`src/hdl/raster_geom_pkg.sv`:
```
// Coordinates are two's complement fixed point and the fraction width is chosen by the design's RADIX
package raster_geom_pkg;

    // Bits in one coordinate or one color channel
    localparam int SIGFIG = 24;

    // Vertices per triangle
    localparam int VERTS = 3;

    // Axes per vertex, x then y then z
    localparam int AXIS = 3;

    // Color channels per triangle
    localparam int COLORS = 3;

    // Signed fixed-point coordinate
    // Integer part in the upper bits, fraction in the low RADIX bits
    typedef logic signed [SIGFIG-1:0] coord_t;

    // Unsigned color channel
    typedef logic [SIGFIG-1:0] color_t;

    // Vertex indexing is [vertex][axis]
    // Box indexing is [corner][axis], corner 0 is the minimum
    // A sample is two coordinates, x at index 0 and y at index 1

endpackage
```
`src/hdl/iter_ctrl_pkg.sv`:
```
// Only the four one-hot MSAA codes are defined and a zero code gives a zero step that never ends a box
package iter_ctrl_pkg;

    // Walk FSM states
    typedef enum logic {
        WAIT_STATE = 1'b0,
        TEST_STATE = 1'b1
    } iter_state_t;

    // One-hot subsample code
    // 1000 is 1x, 0100 is 4x, 0010 is 16x, 0001 is 64x
    typedef logic [3:0] msaa_code_t;

    // Signed sample step in coordinate units
    // Same width as a coordinate so it adds without extension
    typedef logic signed [raster_geom_pkg::SIGFIG-1:0] step_t;

    // Step is the code shifted left by RADIX-3
    // so 1000 lands on bit RADIX, one whole pixel

endpackage

```
`src/hdl/sample_test_iterator.sv`:
```
// No handshake downstream, upstream must hold its inputs while halt_n is low and RADIX must be at least 3
`timescale 1ns/100ps

module sample_test_iterator #(
    parameter int unsigned RADIX = 10
) (
    input  logic                      clk,
    input  logic                      rst,
    input  raster_geom_pkg::coord_t   tri_in [raster_geom_pkg::VERTS-1:0][raster_geom_pkg::AXIS-1:0],
    input  raster_geom_pkg::color_t   color_in [raster_geom_pkg::COLORS-1:0],
    input  raster_geom_pkg::coord_t   box_in [1:0][1:0],
    input  logic                      tri_valid,
    input  iter_ctrl_pkg::msaa_code_t msaa_code,
    output raster_geom_pkg::coord_t   tri_out [raster_geom_pkg::VERTS-1:0][raster_geom_pkg::AXIS-1:0],
    output raster_geom_pkg::color_t   color_out [raster_geom_pkg::COLORS-1:0],
    output raster_geom_pkg::coord_t   sample [1:0],
    output logic                      sample_valid,
    output logic                      halt_n
);
    import iter_ctrl_pkg::*;

    // Accepting-edge pulse from the walker
    logic start;

    // Step for the box in progress
    step_t step;

    // Step register
    // Owns the fixed-point position of the MSAA code
    sample_step_config #(
        .RADIX (RADIX)
    ) u_step_cfg (
        .clk       (clk),
        .rst       (rst),
        .start     (start),
        .msaa_code (msaa_code),
        .step      (step)
    );

    // Box walker
    // All outputs to the pins are registered here
    bbox_sample_iterator u_iter (
        .clk          (clk),
        .rst          (rst),
        .tri_in       (tri_in),
        .color_in     (color_in),
        .box_in       (box_in),
        .tri_valid    (tri_valid),
        .step         (step),
        .start        (start),
        .tri_out      (tri_out),
        .color_out    (color_out),
        .sample       (sample),
        .sample_valid (sample_valid),
        .halt_n       (halt_n)
    );

endmodule

```
`src/hdl/bbox_sample_iterator.sv`:
```
// Walks the box bottom to top, left to right, one sample per cycle with no downstream stall
`timescale 1ns/100ps

module bbox_sample_iterator (
    input  logic                    clk,
    input  logic                    rst,
    input  raster_geom_pkg::coord_t tri_in [raster_geom_pkg::VERTS-1:0][raster_geom_pkg::AXIS-1:0],
    input  raster_geom_pkg::color_t color_in [raster_geom_pkg::COLORS-1:0],
    input  raster_geom_pkg::coord_t box_in [1:0][1:0],
    input  logic                    tri_valid,
    input  iter_ctrl_pkg::step_t    step,
    output logic                    start,
    output raster_geom_pkg::coord_t tri_out [raster_geom_pkg::VERTS-1:0][raster_geom_pkg::AXIS-1:0],
    output raster_geom_pkg::color_t color_out [raster_geom_pkg::COLORS-1:0],
    output raster_geom_pkg::coord_t sample [1:0],
    output logic                    sample_valid,
    output logic                    halt_n
);
    import raster_geom_pkg::*;
    import iter_ctrl_pkg::*;

    // FSM state
    iter_state_t state;
    iter_state_t next_state;

    // Box being walked
    // Corner 0 is the lower left, corner 1 the upper right
    coord_t box [1:0][1:0];
    coord_t next_box [1:0][1:0];

    // Next values of the registered outputs
    coord_t next_sample [1:0];
    coord_t next_tri [VERTS-1:0][AXIS-1:0];
    color_t next_color [COLORS-1:0];
    logic   next_valid;
    logic   next_halt_n;

    // Candidate samples
    // One step to the right, or back to min x one row up
    coord_t rt_sample [1:0];
    coord_t up_sample [1:0];

    // Position of the current sample in the box
    logic at_right_edge;
    logic at_top_edge;
    logic at_end_box;

    // Accepting edge
    // Combinational so the step register loads on the same edge
    assign start = (state == WAIT_STATE) && tri_valid;

    // Right step keeps the row
    assign rt_sample[0] = sample[0] + step;
    assign rt_sample[1] = sample[1];

    // Row-up step returns to the left edge
    assign up_sample[0] = box[0][0];
    assign up_sample[1] = sample[1] + step;

    // Edge tests against the stored maximum
    // At or beyond, so an unaligned box overshoots by under one step
    assign at_right_edge = (sample[0] >= box[1][0]);
    assign at_top_edge   = (sample[1] >= box[1][1]);

    // Last sample of the box
    assign at_end_box = at_right_edge && at_top_edge;

    // Next-state and next-output logic
    always_comb begin
        // Hold everything unless a branch says otherwise
        next_state  = state;
        next_box    = box;
        next_sample = sample;
        next_tri    = tri_out;
        next_color  = color_out;
        next_valid  = sample_valid;
        next_halt_n = halt_n;

        case (state)
            WAIT_STATE: begin
                // Idle outputs track the inputs one cycle late
                next_box   = box_in;
                next_tri   = tri_in;
                next_color = color_in;

                // First sample is the lower-left corner
                next_sample[0] = box_in[0][0];
                next_sample[1] = box_in[0][1];

                // Valid triangle starts the walk and halts upstream
                next_valid  = tri_valid;
                next_halt_n = !tri_valid;
                if (tri_valid) begin
                    next_state = TEST_STATE;
                end
            end

            TEST_STATE: begin
                if (at_end_box) begin
                    // Box done
                    next_state  = WAIT_STATE;
                    next_valid  = 1'b0;
                    next_halt_n = 1'b1;

                    // Park on the lower-left corner of the finished box
                    next_sample[0] = box[0][0];
                    next_sample[1] = box[0][1];
                end else if (at_right_edge) begin
                    // End of a row
                    next_sample = up_sample;
                end else begin
                    next_sample = rt_sample;
                end
                // Triangle, color and box hold for the whole walk
            end
        endcase
    end

    // Control registers
    always_ff @(posedge clk or posedge rst) begin
        if (rst) begin
            state        <= WAIT_STATE;
            sample_valid <= 1'b0;
            halt_n       <= 1'b1;
        end else begin
            state        <= next_state;
            sample_valid <= next_valid;
            halt_n       <= next_halt_n;
        end
    end

    // Box and sample registers
    always_ff @(posedge clk or posedge rst) begin
        if (rst) begin
            box    <= '{default: '0};
            sample <= '{default: '0};
        end else begin
            box    <= next_box;
            sample <= next_sample;
        end
    end

    // Triangle and color payload
    always_ff @(posedge clk) begin
        tri_out   <= next_tri;
        color_out <= next_color;
    end

    // halt_n is the inverse of sample_valid on every cycle
    // Both come from the same branch of the next-state logic

endmodule

```
`src/hdl/sample_step_config.sv`:
```
// RADIX must be at least 3 and the step only changes on start so a box always walks with one step
`timescale 1ns/100ps

module sample_step_config #(
    parameter int unsigned RADIX = 10
) (
    input  logic                      clk,
    input  logic                      rst,
    input  logic                      start,
    input  iter_ctrl_pkg::msaa_code_t msaa_code,
    output iter_ctrl_pkg::step_t      step
);
    import iter_ctrl_pkg::*;

    // One sample per pixel, the value held out of reset
    localparam msaa_code_t CODE_1X = 4'b1000;

    // Bit 3 of the code maps onto bit RADIX
    localparam int unsigned SHIFT = RADIX - 3;

    // Code placed at the fixed-point position
    step_t code_step;

    // Zero-extend the code, then move it under the binary point
    // 0100 gives half a pixel, 0010 a quarter, 0001 an eighth
    assign code_step = step_t'(msaa_code) << SHIFT;

    // Step register
    // Loads on the accepting edge only
    // A code change mid box waits for the next start
    always_ff @(posedge clk or posedge rst) begin
        if (rst) begin
            // Whole-pixel step until the first triangle
            step <= step_t'(CODE_1X) << SHIFT;
        end else if (start) begin
            step <= code_step;
        end
    end

    // The walker sees the new step one edge after start
    // which is the first edge that can move the sample

endmodule

```
`config.mk`:
```
export PLATFORM = sky130hd
export DESIGN_NAME = sample_test_iterator
export DESIGN_NICKNAME = d
export VERILOG_FILES = /design/src/hdl/raster_geom_pkg.sv /design/src/hdl/iter_ctrl_pkg.sv /design/src/hdl/sample_test_iterator.sv /design/src/hdl/bbox_sample_iterator.sv /design/src/hdl/sample_step_config.sv
export SDC_FILE = /design/constraint.sdc
export NUM_CORES = 1
export LEC_CHECK = 0
export BUFFER_PORTS_ARGS = -buffer_cell sky130_fd_sc_hd__buf_2
export CAP_MARGIN = 25
export CORE_AREA = 4 4 278 280
export DETAILED_ROUTE_END_ITERATION = 10
export DIE_AREA = 0 0 282 284
export GPL_TIMING_DRIVEN = 0
export REMOVE_ABC_BUFFERS = 1
export SYNTH_ARGS = -nofsm -noshare
export SYNTH_HDL_FRONTEND = slang
export SYNTH_SLANG_ARGS = --single-unit
```
`constraint.sdc`:
```
create_clock -name clk -period 11.5 [get_ports clk]
set_clock_uncertainty 0.15 [all_clocks]
set_input_delay 1.15 -clock clk [delete_from_list [all_inputs] [get_ports clk]]
set_output_delay 1.15 -clock clk [all_outputs]
set_load 0.005 [all_outputs]
```
==> impl_metrics.env, run 1 <==
export IMPL_viasPerCell=4.24
export IMPL_layout_setup_ws_ns=7.88
export IMPL_dp_hpwl_mm=58.7
export IMPL_yosysSeqAreaShare_pct=75.2
export IMPL_gp_congestion=0.893
export IMPL_final_cell_area_mm2=0.0232
export IMPL_cts_hold_buf=0
export IMPL_min_from="u_iter.box[9]"
export IMPL_clockBufferDepth=3
export IMPL_grt_first_pass_wirelength_mm=97.7
export IMPL_rows=100
export IMPL_vias=11984
export IMPL_cts_resized=0
export IMPL_crit_path_end_kind="flip-flop"
export IMPL_worstReg2RegEnd="u_iter.sample[43]"
export IMPL_coreArea_mm2=0.0744
export IMPL_fmax_ghz=0.276
export IMPL_start_util_pct=22.2
export IMPL_hold_class="reg -> reg"
export IMPL_syn_cell_area_mm2=0.0165
export IMPL_whs_ns=0.322
export IMPL_synth_mux_area_share_pct=6.72
export IMPL_final_cell_mix="728 x buf_2, 288 x edfxtp_1, 148 x dfrtp_1"
export IMPL_grt_max_degree=117
export IMPL_multi_input_area_mm2=0.00376
export IMPL_n_fill_cell=7502
export IMPL_worstPathRequired_ns=11.84
export IMPL_die_y_um=284
export IMPL_synth_top_family_by_area="multiplexers"
export IMPL_mostFrequentLayoutCell="buf_2"
export IMPL_worstMarginPinSlew_ns=0.885
export IMPL_syn_area_per_cell_um2=16.0
export IMPL_synth_main_ff_cell="edfxtp_1"
export IMPL_cp_top_family="compound AO/OA/AOI/OAI gates"
export IMPL_overflow=0
export IMPL_rr_startpoint="u_iter.sample[19]"
export IMPL_power_density_mw_per_mm2=296
export IMPL_leakagePower_uw=0.0102
export IMPL_tns_ns=0
export IMPL_synth_compound_area_share_pct=4.73
export IMPL_grt_pass1_vias=12491
export IMPL_ir_worst_vdd_uv=141
export IMPL_ys_seq_elements=439
export IMPL_pin_count=729
export IMPL_crit_path_max_fanout=21
export IMPL_antenna_found_initial=48
export IMPL_drv_cap=0
export IMPL_die_w_um=282
export IMPL_fin_nets=2248
export IMPL_cp_start_kind="flip-flop"
export IMPL_cp_cell_sequence="ha_1, nand2_1, o21ai_0, a21oi_1, o22ai_1, nor2_4, a21oi_1, a221oi_1, o21ai_0"
export IMPL_rsz0062_at_grt="false"
export IMPL_dr_first_iter_drc_count=697
export IMPL_dpl_instance_area_mm2=0.0215
export IMPL_synthSimpleGateAreaFrac_pct=5.69
export IMPL_firstDrtPassIters=5
export IMPL_slew_viol_final=0
export IMPL_cts_root_buf="clkbuf_16"
export IMPL_ant_nets=0
export IMPL_areaGrowthSynthToFinish_pct=40.3
export IMPL_synth_warning_count=0
export IMPL_track_usage_pct=17.4
export IMPL_cts_sinks=439
export IMPL_synth_edf_count=288
export IMPL_outcome="complete, no violations"
export IMPL_crit_type="reg -> reg"
export IMPL_preCtsSetupSlack_ns=7.78
export IMPL_finalCritPeriodShare_pct=31.5
export IMPL_cts_max_level=2
export IMPL_post_cts_setup_buffer_count=0
export IMPL_syn_inst=1036
export IMPL_async_flop_share_pct=34.4
export IMPL_clk_latency_ns=0.59
export IMPL_synth_cell_types=57
export IMPL_remaining_drc_errors=0
export IMPL_yosys_area_share_adder_pct=4.48
export IMPL_max_stage_delay_ns=0.77
export IMPL_cp_slowest_cell="a21oi_1"
export IMPL_buffer_ports_inserted=728
export IMPL_clk_pin_slew_ns=0.06
export IMPL_setup_viol=0
export IMPL_post_drt_wl_per_cell_um=25.9
export IMPL_synth_xor_area_share_pct=1.11
export IMPL_dpl_cell_count=2713
export IMPL_reg2reg_slack_ns=7.88
export IMPL_die_area_mm2=0.0801
export IMPL_relSlewSlack_pct=41.0
export IMPL_period_minus_slack_ns=3.63
export IMPL_ff_latch_area_mm2=0.0124
export IMPL_arrival_ns=3.97
export IMPL_finalNonFillerCells=2825
export IMPL_numCtsBuffers=53
export IMPL_cts_tree="done"
export IMPL_hold_viol_final=0
export IMPL_whs_endpoint="u_iter.box[9]"
export IMPL_routed_wl_mm=73.1
export IMPL_drive_gt1_share_pct=49.5
export IMPL_hold_path_depth=2
export IMPL_reg2reg_depth=9
export IMPL_path_buf_inv=0
==> synthesized netlist by cell type, drive strengths merged (2+ instances only) <==
master	n	area [um^2]
o211ai	8	60.1
a21o	5	37.5
clkbuf	16	60.1
and3	3	18.8
inv	60	225
xnor2	15	131
xor2	6	52.6
nand2	116	435
mux2i	13	130
a32oi	2	17.5
nand4	13	81.3
and2	3	18.8
o21ai	43	230
nor4	3	25.0
o21a	4	30.0
nand3	16	80.1
a31o	2	17.5
nor3b	2	15.0
a31oi	2	12.5
fa	2	40.0
a211oi	3	27.5
a21oi	34	170
dfstp	2	52.6
nor2b	10	62.6
a221oi	7	61.3
and4	4	35.0
buf	11	55.1
nor2	30	115
nor3	2	15.0
ha	56	701
dfrtp	149	3730
edfxtp	288	8650
mux2	87	980
o2bb2ai	5	43.8
==> worst max-delay path by stage <==
stage | endpoint | depth (start not counted) | from
finish | u_iter.sample[43] | 9 | u_iter.sample[19]
floorplan | u_iter.sample[0] | 3 | u_iter.state
global route | u_iter.sample[44] | 9 | u_iter.sample[19]
detailed placement | u_iter.sample[43] | 9 | u_iter.sample[19]
CTS | u_iter.sample[43] | 9 | u_iter.sample[19]
global placement | u_iter.sample[3] | 3 | u_iter.state
==> cells by family (layout without fill, tap and decap cells) <==
group                    count (synthesis)  after routing
AO/OA/AOI/OAI                          124            124
other                                    0             16
buffers and inverters                   87            891
XOR/XNOR                                21             21
multiplexers                           100            100
flip-flops                             439            439
adder cells (fa/ha/maj)                 58             58
AND/OR/NAND/NOR                        207            207
==> cell type report <==
| type | count | share of cell area, % |
|---|---|---|
| Clock buffer | 72 | 6.34 |
| Clock inverter | 24 | 0.928 |
| Inverter | 60 | 1.04 |
| Timing Repair Buffer | 735 | 16.4 |
| Sequential cell | 439 | 53.6 |
| Tap cell | 969 | 5.23 |
| Multi-Input combinational cell | 510 | 16.2 |
| Antenna cell | 16 | 0.173 |
==> metrics by stage <==
| step | util [%] | power [uW] |
|---|---|---|
| 3_5_place_dp | 28.8 | 5300 |
| 6_report | 31.1 | 6860 |
| 4_1_cts | 31.1 | 7000 |
| 5_1_grt | 31.1 | 7330 |
| 3_3_place_gp | 28.6 | 5350 |
| 2_1_floorplan | - | 4120 |
==> state kept, by name, indices dropped and copies added (netlist names) <==
| signal | flops |
|---|---|
| u_iter.state | 1 |
| u_iter.sample_valid | 1 |
| u_iter.halt_n | 1 |
| u_iter.sample | 48 |
| u_iter.tri_out | 216 |
| u_iter.box | 96 |
| u_step_cfg.step | 4 |
| u_iter.color_out | 72 |
==> worst min-delay path, delay by kind of cell (launching register included) <==
kind / cells / cell delay [ns]
flops: 1 / 0.33
simple gates: 2 / 0.10
==> power breakdown <==
part / internal, uW / leakage, uW / switching [uW] / total [uW]
Clock: 959 / 0.000815 / 683 / 1640
Combinational: 985 / 0.00483 / 1480 / 2460
Sequential: 2410 / 0.00460 / 343 / 2750
==> layer usage <==
layer	GRT usage (%)	vias up	wire (um)
met5	0	-	224
met4	8.29	36	3530
met3	9.84	147	10400
met2	27.8	583	33800
met1	18.6	5864	25200
li1	-	5354	-
No activity file was read; power rests on OpenSTA's default activity.
==> run 2: changes to the inputs <==
Clock period 11.5 ns to 3.73 ns, I/O delays scaled along.
==> run 2 against run 1 <==
Count of clock-buffer cells in the layout unchanged. Critical path type unchanged. Flip-flop and latch count unchanged. First-iteration DRC count rose by 1.7%. Cell area grew 17%. Non-clock buffer count is 392 higher.
==> impl_metrics.env, run 2 (same netlist as run 1, synthesis figures left out) <==
export IMPL_power_density_mw_per_mm2=799
export IMPL_crit_path_end_kind="flip-flop"
export IMPL_post_cts_setup_buffer_count=0
export IMPL_critPathCapture="u_iter.sample[27]"
export IMPL_cts_max_level=2
export IMPL_fin_nets=2641
export IMPL_leakagePower_uw=0.0119
export IMPL_tns_ns=0
export IMPL_grt_pass1_vias=14700
export IMPL_final_cell_area_mm2=0.0272
export IMPL_cp_start_kind="flip-flop"
export IMPL_grt_first_pass_wirelength_mm=108
export IMPL_hold_class="in -> async"
export IMPL_dr_first_iter_drc_count=709
export IMPL_arrival_ns=3.75
export IMPL_pwr_share_seq_pct=39.2
export IMPL_finalNonFillerCells=3227
export IMPL_clock_power_share_pct=23.4
export IMPL_overflow=0
export IMPL_setup_viol=0
export IMPL_rr_startpoint="u_iter.sample[42]"
export IMPL_buffer_ports_inserted=728
export IMPL_dp_hpwl_mm=58.7
export IMPL_coreArea_mm2=0.0744
export IMPL_drive_gt1_share_pct=41.0
export IMPL_reg2reg_slack_ns=0.28
export IMPL_die_area_mm2=0.0801
export IMPL_reg2reg_depth=7
export IMPL_viasPerCell=4.22
export IMPL_firstDrtPassIters=5
export IMPL_numCtsBuffers=53
export IMPL_cts_sinks=439
export IMPL_cp_startpoint="u_iter.sample[42]"
export IMPL_crit_type="reg -> reg"
export IMPL_die_y_um=284
export IMPL_cts_tree="done"
export IMPL_track_usage_pct=18.8
export IMPL_vias=13631
export IMPL_mostFrequentLayoutCell="buf_2"
export IMPL_areaGrowthSynthToFinish_pct=64.3
export IMPL_clk_latency_ns=0.59
export IMPL_relSlewSlack_pct=38.1
export IMPL_cts_root_buf="clkbuf_16"
export IMPL_grt_max_degree=117
export IMPL_die_w_um=282
export IMPL_outcome="complete, no violations"
export IMPL_gp_congestion=0.893
export IMPL_pin_count=729
export IMPL_drv_cap=0
export IMPL_finalCritPeriodShare_pct=92.4
export IMPL_largest_reg_flops=216
export IMPL_start_util_pct=22.2
export IMPL_final_cell_mix="728 x buf_2, 392 x dlygate4sd3_1, 288 x edfxtp_1"
export IMPL_swShare_pct=36.7
export IMPL_post_drt_wl_per_cell_um=24.2
export IMPL_slew_viol_final=0
export IMPL_p_int_uw=13700
export IMPL_dpl_instance_area_mm2=0.0215
export IMPL_remaining_drc_errors=0
export IMPL_rows=100
export IMPL_switchingPower_uw=7970
export IMPL_rsz0062_at_grt="false"
export IMPL_top_regs="u_iter.tri_out (216), u_iter.box (96), u_iter.color_out (72)"
export IMPL_worstPathRequired_ns=4.04
export IMPL_period_minus_slack_ns=3.45
export IMPL_crit_path_max_fanout=16
export IMPL_routed_wl_mm=78.2
export IMPL_clockBufferDepth=3
export IMPL_worstReg2RegEnd="u_iter.sample[27]"
export IMPL_whs_ns=0.274
export IMPL_ir_worst_vdd_uv=447
export IMPL_ant_nets=0
export IMPL_clk_pin_slew_ns=0.06
export IMPL_antenna_found_initial=34
export IMPL_hold_viol_final=0
export IMPL_fmax_ghz=0.290
export IMPL_dpl_cell_count=2713
export IMPL_regMostFlops="u_iter.tri_out"
export IMPL_combPwrFrac_pct=37.4
export IMPL_worstMarginPinSlew_ns=0.927
run 2: power groups by stage:
stage / logic (uW) / registers, uW / clock network, uW
detailed placement: 7770 / 8560 / 0
floorplan: 3750 / 8350 / 0
global route: 9020 / 8710 / 5440
finish: 8110 / 8510 / 5080
CTS: 8210 / 8510 / 5250
global placement: 6400 / 8330 / 0
run 2: area by class of cell:
cell class	instances	area, um^2
antenna	25	62.6
clock buffer	72	1470
clock inverter	24	215
fill	7132	47300
inverter	60	240
multi-input combinational	511	3780
sequential	439	12400
tap	969	1210
timing repair buffer	1127	7740
run 2: through the flow:
stage / worst slack [ns] / utilization (%) / power (uW)
2_1_floorplan: -7.86 / - / 12100
3_3_place_gp: -16.35 / 28.6 / 14700
3_5_place_dp: 0.0138 / 28.8 / 16300
4_1_cts: 0.111 / 36.4 / 22000
5_1_grt: 0.0871 / 36.4 / 23200
6_report: 0.284 / 36.5 / 21700
run 2: repair_timing:
item / in CTS / in global routing
pin swaps: 0 / 2
gates cloned: 0 / 1
setup endpoints to repair: 2 / 13
gates resized for setup: 1 / 3
hold endpoints to repair: 504 / 0
hold buffers: 392 / 0
run 2: worst min-delay path by stage:
stage / startpoint / to / slack [ns] / depth (start not counted)
after CTS: rst / u_iter.box[44] / 0.24 / 3
after detailed placement: u_iter.box[22] / u_iter.box[22] / 0.31 / 2
after global placement: u_iter.box[45] / u_iter.box[45] / 0.30 / 2
after global routing: color_in[58] / u_iter.color_out[58] / 0.30 / 2
after floorplan: u_iter.box[45] / u_iter.box[45] / 0.29 / 2
final: rst / u_iter.box[24] / 0.27 / 3
run 2: critical path: stages, from the launching register on:
cell and delay, ns:
dfrtp_1 0.46, ha_1 0.36, nand4_1 0.23, nor4_2 0.45, a21oi_1 0.35, and2_2 0.47, o21ai_4 0.47, mux2_2 0.39
run 2: layer usage:
metal | share of wire [%] | global-route usage (%) | wire (um)
met2 | 45 | 29.6 | 34800
met3 | 11 | 7.77 | 8380
met4 | 6.9 | 10.7 | 5380
met1 | 38 | 21.4 | 29600
met5 | 0.061 | 0 | 48
